==> src/rtl/brisc_pkg.sv <==
package brisc_pkg;

  // data word width of the core
  localparam int unsigned XLEN = 32;

  // word address width
  localparam int unsigned ADDR_WIDTH = 32;

endpackage

==> src/rtl/cache_pkg.sv <==
package cache_pkg;

  // direct-mapped geometry, one word per line
  localparam int unsigned SET_BITS = 2;
  localparam int unsigned CACHE_LINES = 2 ** SET_BITS;

  // everything above the set index is tag
  localparam int unsigned TAG_WIDTH = brisc_pkg::ADDR_WIDTH - SET_BITS;

  // controller states
  // lookup is the single cycle where the array is read
  // the two wait states hold until the memory ack
  typedef enum logic [2:0] {
    ST_IDLE       = 3'd0,
    ST_LOOKUP     = 3'd1,
    ST_MISS_WAIT  = 3'd2,
    ST_WRITE_WAIT = 3'd3,
    ST_RESPOND    = 3'd4
  } ctrl_state_e;

endpackage

==> src/rtl/cache_line.sv <==
`timescale 1ns/1ps

module cache_line (
  input  logic                            clk,
  input  logic                            arst_n,
  input  logic                            write,
  input  logic [cache_pkg::TAG_WIDTH-1:0] tag_in,
  input  logic [brisc_pkg::XLEN-1:0]      data_in,
  output logic                            valid_out,
  output logic [cache_pkg::TAG_WIDTH-1:0] tag_out,
  output logic [brisc_pkg::XLEN-1:0]      data_out
);

  logic                            valid_q;
  logic [cache_pkg::TAG_WIDTH-1:0] tag_q;
  logic [brisc_pkg::XLEN-1:0]      data_q;

  // valid bit, cleared only by reset
  always_ff @(posedge clk or negedge arst_n) begin
    if (!arst_n) begin
      valid_q <= 1'b0;
    end else if (write) begin
      valid_q <= 1'b1;
    end
  end

  // tag and data storage
  always_ff @(posedge clk) begin
    if (write) begin
      tag_q  <= tag_in;
      data_q <= data_in;
    end
  end

  assign valid_out = valid_q;
  assign tag_out   = tag_q;
  assign data_out  = data_q;

endmodule

==> src/rtl/cache_array.sv <==
`timescale 1ns/1ps

module cache_array (
  input  logic                             clk,
  input  logic                             arst_n,
  input  logic                             line_write,
  input  logic [brisc_pkg::ADDR_WIDTH-1:0] line_addr,
  input  logic [brisc_pkg::XLEN-1:0]       line_wdata,
  output logic                             lookup_hit,
  output logic [brisc_pkg::XLEN-1:0]       lookup_data
);

  logic [cache_pkg::SET_BITS-1:0]  set;
  logic [cache_pkg::TAG_WIDTH-1:0] tag;

  // per-line signals
  logic                            write_en[cache_pkg::CACHE_LINES];
  logic                            valid_from_lines[cache_pkg::CACHE_LINES];
  logic [cache_pkg::TAG_WIDTH-1:0] tag_from_lines[cache_pkg::CACHE_LINES];
  logic [brisc_pkg::XLEN-1:0]      data_from_lines[cache_pkg::CACHE_LINES];

  // low bits pick the set, the rest is tag
  assign set = line_addr[cache_pkg::SET_BITS-1:0];
  assign tag = line_addr[brisc_pkg::ADDR_WIDTH-1:cache_pkg::SET_BITS];

  genvar i;
  generate
    for (i = 0; i < cache_pkg::CACHE_LINES; i++) begin : g_cache_line
      // write goes to the selected line only
      assign write_en[i] = line_write && (int'(set) == i);

      cache_line u_line (
        .clk       (clk),
        .arst_n    (arst_n),
        .write     (write_en[i]),
        .tag_in    (tag),
        .data_in   (line_wdata),
        .valid_out (valid_from_lines[i]),
        .tag_out   (tag_from_lines[i]),
        .data_out  (data_from_lines[i])
      );
    end
  endgenerate

  // hit needs a valid line with a matching tag
  assign lookup_hit  = valid_from_lines[set] && (tag_from_lines[set] == tag);
  assign lookup_data = data_from_lines[set];

endmodule

==> src/rtl/cache_ctrl.sv <==
`timescale 1ns/1ps

module cache_ctrl (
  input  logic                             clk,
  input  logic                             arst_n,
  // core side
  input  logic                             req_valid,
  input  logic                             req_write,
  input  logic [brisc_pkg::ADDR_WIDTH-1:0] req_addr,
  input  logic [brisc_pkg::XLEN-1:0]       req_wdata,
  output logic                             busy,
  output logic                             resp_valid,
  output logic                             resp_hit,
  output logic [brisc_pkg::XLEN-1:0]       resp_rdata,
  // memory side
  output logic                             mem_rd,
  output logic                             mem_wr,
  output logic [brisc_pkg::ADDR_WIDTH-1:0] mem_addr,
  output logic [brisc_pkg::XLEN-1:0]       mem_wdata,
  input  logic                             mem_ack,
  input  logic [brisc_pkg::XLEN-1:0]       mem_rdata,
  // array side
  input  logic                             lookup_hit,
  input  logic [brisc_pkg::XLEN-1:0]       lookup_data,
  output logic                             line_write,
  output logic [brisc_pkg::ADDR_WIDTH-1:0] line_addr,
  output logic [brisc_pkg::XLEN-1:0]       line_wdata
);

  cache_pkg::ctrl_state_e state;
  cache_pkg::ctrl_state_e state_next;

  // latched request
  logic                             write_q;
  logic [brisc_pkg::ADDR_WIDTH-1:0] addr_q;
  logic [brisc_pkg::XLEN-1:0]       wdata_q;

  logic accept;
  logic in_lookup;
  logic fill;

  assign busy      = (state != cache_pkg::ST_IDLE);
  assign accept    = req_valid && !busy;
  assign in_lookup = (state == cache_pkg::ST_LOOKUP);
  assign fill      = (state == cache_pkg::ST_MISS_WAIT) && mem_ack;

  always_comb begin
    state_next = state;
    case (state)
      cache_pkg::ST_IDLE: begin
        if (req_valid) begin
          state_next = cache_pkg::ST_LOOKUP;
        end
      end
      cache_pkg::ST_LOOKUP: begin
        if (write_q) begin
          state_next = cache_pkg::ST_WRITE_WAIT;
        end else if (lookup_hit) begin
          state_next = cache_pkg::ST_RESPOND;
        end else begin
          state_next = cache_pkg::ST_MISS_WAIT;
        end
      end
      cache_pkg::ST_MISS_WAIT, cache_pkg::ST_WRITE_WAIT: begin
        if (mem_ack) begin
          state_next = cache_pkg::ST_RESPOND;
        end
      end
      cache_pkg::ST_RESPOND: begin
        state_next = cache_pkg::ST_IDLE;
      end
      default: begin
        state_next = cache_pkg::ST_IDLE;
      end
    endcase
  end

  // state and memory strobes
  // strobes rise the cycle after lookup and last one cycle
  always_ff @(posedge clk or negedge arst_n) begin
    if (!arst_n) begin
      state  <= cache_pkg::ST_IDLE;
      mem_rd <= 1'b0;
      mem_wr <= 1'b0;
    end else begin
      state  <= state_next;
      mem_rd <= in_lookup && !write_q && !lookup_hit;
      mem_wr <= in_lookup && write_q;
    end
  end

  // request and response payload
  always_ff @(posedge clk) begin
    if (accept) begin
      write_q <= req_write;
      addr_q  <= req_addr;
      wdata_q <= req_wdata;
    end
    if (in_lookup) begin
      resp_hit   <= lookup_hit;
      // a write answers with the word it stored
      resp_rdata <= write_q ? wdata_q : lookup_data;
    end else if (fill) begin
      resp_rdata <= mem_rdata;
    end
  end

  assign resp_valid = (state == cache_pkg::ST_RESPOND);

  // one address register serves both array and memory
  assign mem_addr  = addr_q;
  assign mem_wdata = wdata_q;
  assign line_addr = addr_q;

  // fill on ack, write-through line update with the mem_wr pulse
  assign line_write = fill || ((state == cache_pkg::ST_WRITE_WAIT) && mem_wr);
  assign line_wdata = (state == cache_pkg::ST_MISS_WAIT) ? mem_rdata : wdata_q;

endmodule

==> src/rtl/dcache_top.sv <==
`timescale 1ns/1ps

module dcache_top (
  input  logic                             clk,
  input  logic                             arst_n,
  // core side
  input  logic                             req_valid,
  input  logic                             req_write,
  input  logic [brisc_pkg::ADDR_WIDTH-1:0] req_addr,
  input  logic [brisc_pkg::XLEN-1:0]       req_wdata,
  output logic                             busy,
  output logic                             resp_valid,
  output logic                             resp_hit,
  output logic [brisc_pkg::XLEN-1:0]       resp_rdata,
  // memory side
  output logic                             mem_rd,
  output logic                             mem_wr,
  output logic [brisc_pkg::ADDR_WIDTH-1:0] mem_addr,
  output logic [brisc_pkg::XLEN-1:0]       mem_wdata,
  input  logic                             mem_ack,
  input  logic [brisc_pkg::XLEN-1:0]       mem_rdata
);

  // controller to array
  logic                             line_write;
  logic [brisc_pkg::ADDR_WIDTH-1:0] line_addr;
  logic [brisc_pkg::XLEN-1:0]       line_wdata;
  logic                             lookup_hit;
  logic [brisc_pkg::XLEN-1:0]       lookup_data;

  cache_ctrl u_ctrl (
    .clk         (clk),
    .arst_n      (arst_n),
    .req_valid   (req_valid),
    .req_write   (req_write),
    .req_addr    (req_addr),
    .req_wdata   (req_wdata),
    .busy        (busy),
    .resp_valid  (resp_valid),
    .resp_hit    (resp_hit),
    .resp_rdata  (resp_rdata),
    .mem_rd      (mem_rd),
    .mem_wr      (mem_wr),
    .mem_addr    (mem_addr),
    .mem_wdata   (mem_wdata),
    .mem_ack     (mem_ack),
    .mem_rdata   (mem_rdata),
    .lookup_hit  (lookup_hit),
    .lookup_data (lookup_data),
    .line_write  (line_write),
    .line_addr   (line_addr),
    .line_wdata  (line_wdata)
  );

  cache_array u_array (
    .clk         (clk),
    .arst_n      (arst_n),
    .line_write  (line_write),
    .line_addr   (line_addr),
    .line_wdata  (line_wdata),
    .lookup_hit  (lookup_hit),
    .lookup_data (lookup_data)
  );

endmodule

==> config.mk <==
export PLATFORM = sky130hd
export DESIGN_NAME = dcache_top
export DESIGN_NICKNAME = d
export VERILOG_FILES = /design/src/rtl/brisc_pkg.sv /design/src/rtl/cache_pkg.sv /design/src/rtl/cache_line.sv /design/src/rtl/cache_array.sv /design/src/rtl/cache_ctrl.sv /design/src/rtl/dcache_top.sv
export SDC_FILE = /design/constraint.sdc
export NUM_CORES = 1
export LEC_CHECK = 0
export BUFFER_PORTS_ARGS = -buffer_cell sky130_fd_sc_hd__buf_2
export CORE_UTILIZATION = 57
export CTS_CLUSTER_DIAMETER = 40
export DETAILED_ROUTE_END_ITERATION = 10
export PLACE_DENSITY_LB_ADDON = 0.1
export SYNTH_ARGS = -nofsm -noshare
export SYNTH_HDL_FRONTEND = slang
export SYNTH_HIERARCHICAL = 1
export SYNTH_SLANG_ARGS = --single-unit
export TNS_END_PERCENT = 100
==> constraint.sdc <==
create_clock -name clk -period 8.4 [get_ports clk]
set_input_delay 0.84 -clock clk [delete_from_list [all_inputs] [get_ports clk]]
set_output_delay 0.84 -clock clk [all_outputs]
set_load 0.02 [all_outputs]
==> results.json <==
{
  "ys_seq_area_frac": 0.743,
  "finalHoldViolCount": 0,
  "core-area_um2": 24500,
  "register_area_um2": 10600,
  "fin_skew_ns": 0.0166,
  "vias_per_cell": 5.61,
  "yosys_warnings": 6,
  "finalSetupViolCount": 0,
  "synthDistinctLibCells": 46,
  "avgSynthCellArea_um2": 19.7,
  "worstMarginPinSlew_ns": 1.15,
  "start_util": 0.584,
  "diodes": 0,
  "run_status": "completed",
  "post-route-cell-area_um2": 16800,
  "grt_pass1_vias": 7502,
  "ctsResizeCount": 0,
  "syn_inst": 724,
  "synth_top_area_share": 0.728,
  "slew_violations": 0,
  "cts_buffer_depth": 3,
  "vias": 7145,
  "ir_worst_vdd_mv": 0.194,
  "antenna_left": 0,
  "nFillCells": 1635,
  "worstPathArrival_ns": 4.35,
  "cts_tree": "yes",
  "area_growth_pct": 17.5,
  "start_kind": "flip-flop",
  "h-tree-depth": 2,
  "gr-total-overflow": 0,
  "dr.first_iter.drc_count": 444,
  "max_stage_delay_ns": 1.01,
  "grt_pass1_wl_um": 41000,
  "ioPinCount": 202,
  "synth_fp_nets": 825,
  "rsz0062_at_grt": "false",
  "setup_tns_ns": 0,
  "synth_flop_cell": "edfxtp_1",
  "cts_buffers": 44,
  "ys_ff_latch": 355,
  "max_clock_freq_mhz": 253,
  "die_x_um": 160,
  "die-area_um2": 25700,
  "clock-root-buffer": "clkbuf_16",
  "hp-class": "in -> async",
  "final_util": 0.686,
  "synth_top_cell_by_area": "edfxtp_1",
  "synth_async_sr_flop_share": 0.0254,
  "cts.sinks": 355,
  "relSlewSlack": 0.233,
  "antenna_found_initial": 0,
  "postCtsHoldBufs": 0,
  "drcViolationCount": 0,
  "crit_fanout": 60,
  "clk_pin_slew_ns": 0.06,
  "crit_type": "reg -> reg",
  "clk_latency_ns": 0.53,
  "final_cells": 1274,
  "dpl.hpwl_um": 15400,
  "end_kind": "flip-flop",
  "die_height_um": 160,
  "post-cts-setup-buffers": 0,
  "place.gp.congestion": 0.747,
  "fin_crit_sh": 0.471,
  "drt_first_pass_iters": 5,
  "total_power_mw": 5.47,
  "crit_slowest_cell": "edfxtp_1",
  "power.density_nw_per_um2": 326,
  "wl_per_cell_um": 20.3,
  "io_buffers": 201,
  "std_cell_rows": 57,
  "track_usage": 0.208,
  "fin_nets": 1018,
  "multi_input_area_um2": 3220,
  "leakagePower_nw": 6.06,
  "critPathRequiredTime_ns": 8.79,
  "synth_edf_count": 346,
  "dpl_cell_area_um2": 15300,
  "timing.final.crit_period_ns": 3.96,
  "dp.cells": 1195,
  "grt_max_degree": 68,
  "drv_cap": 0,
  "crit_chain": "buf_4, mux2i_1, o22ai_1, a2111oi_0, a31o_2, nand4_1, nor4_2, inv_1, o21ai_0, a21oi_1",
  "drive_above_1_share": 0.386,
  "syn_area_um2": 14300,
  "synth.area.top_cells": "edfxtp_1 73%, mux4_2 7.1%, mux2i_1 4.1%",
  "wirelength_um": 25900
}
per-stage QoR:
| stage | worst slack (ns) | hold WS (ns) |
|---|---|---|
| 2_1_floorplan | 2.09 | 0.428 |
| 3_3_place_gp | 4.52 | 0.443 |
| 3_5_place_dp | 4.43 | 0.449 |
| 4_1_cts | 4.37 | 0.142 |
| 5_1_grt | 4.15 | 0.155 |
| 6_report | 4.44 | 0.156 |
cell families after synthesis:
kind of cell	count (synthesis)	synth area share
AND/OR/NAND/NOR	73	0.0265
multiplexers	143	0.157
AO/OA/AOI/OAI	58	0.0234
buffers and inverters	69	0.0338
flip-flops	355	0.743
XOR/XNOR	26	0.0159
placed cells by master (no fill, tap or decap), types with 8 or more instances in the layout:
| master | count |
|---|---|
| nor2_1 | 39 |
| buf_4 | 10 |
| a21oi_1 | 37 |
| mux4_2 | 45 |
| edfxtp_1 | 346 |
| mux2_4 | 29 |
| clkbuf_16 | 45 |
| clkinvlp_4 | 8 |
| dfrtp_1 | 9 |
| mux2i_1 | 59 |
| clkinv_1 | 11 |
| xor2_1 | 20 |
| buf_2 | 201 |
synthesized netlist by cell type (5+ instances only):
library cell / number
a21oi_1: 37
buf_2: 14
buf_4: 39
buf_6: 8
dfrtp_1: 9
edfxtp_1: 346
inv_1: 5
mux2_4: 29
mux2i_1: 59
mux4_1: 6
mux4_2: 45
nor2_1: 41
nor4_1: 5
o21ai_0: 5
xnor2_1: 6
xor2_1: 20
layout make-up:
| class | count | share of cell area |
|---|---|---|
| Timing Repair Buffer | 211 | 0.0644 |
| Clock inverter | 33 | 0.0190 |
| Multi-Input combinational cell | 300 | 0.192 |
| Clock buffer | 46 | 0.0673 |
| Tap cell | 324 | 0.0241 |
| Inverter | 5 | 0.00112 |
| Sequential cell | 355 | 0.632 |
worst max-delay path: cells and delay by family (launching register included):
kind	cells	cell delay, ns
compound gates	5	0.89
flops	1	1.01
simple gates	2	0.55
buf+inv	2	0.97
mux	1	0.35
sequential cells by signal, indices dropped and copies added (netlist names):
signal and cells:
u_array/g_cache_line.u_line/valid_out 4, u_ctrl/resp_rdata 32, u_ctrl/write_q 1, u_ctrl/mem_wr 1, u_ctrl/line_addr 32, u_array/g_cache_line.u_line/tag_out 120
u_ctrl/state 3, u_array/g_cache_line.u_line/data_out 128, u_ctrl/resp_hit 1, u_ctrl/mem_wdata 32, u_ctrl/mem_rd 1
path summary, 6_finish.rpt:
path | start | endpoint | slack, ns | depth (start not counted)
max | u_ctrl/line_addr[1] | u_ctrl/state[1] | 4.44 | 10
min | arst_n | u_array/g_cache_line[1].u_line/valid_out | 0.16 | 1
max reg2reg | u_ctrl/line_addr[1] | u_ctrl/state[1] | 4.44 | 10
min reg2reg | u_array/g_cache_line[2].u_line/valid_out | u_array/g_cache_line[2].u_line/valid_out | 0.47 | 1
max in group asynchronous | arst_n | u_ctrl/mem_wr | 8.06 | 1
min in group clk | u_array/g_cache_line[2].u_line/valid_out | u_array/g_cache_line[2].u_line/valid_out | 0.47 | 1
per-layer routing:
metal  global-route usage  part of all wire
met1                0.280              0.43
met5                    0                 0
met2                0.351              0.50
met3               0.0382             0.055
met4               0.0597             0.018
power by group:
part	total, mW	internal, mW	switching (mW)
clock	1.83	1.13	0.697
sequential	2.49	2.35	0.140
combinational	1.15	0.438	0.715
total	5.47	3.92	1.55
Note: power is estimated with default switching activity, not from simulation.
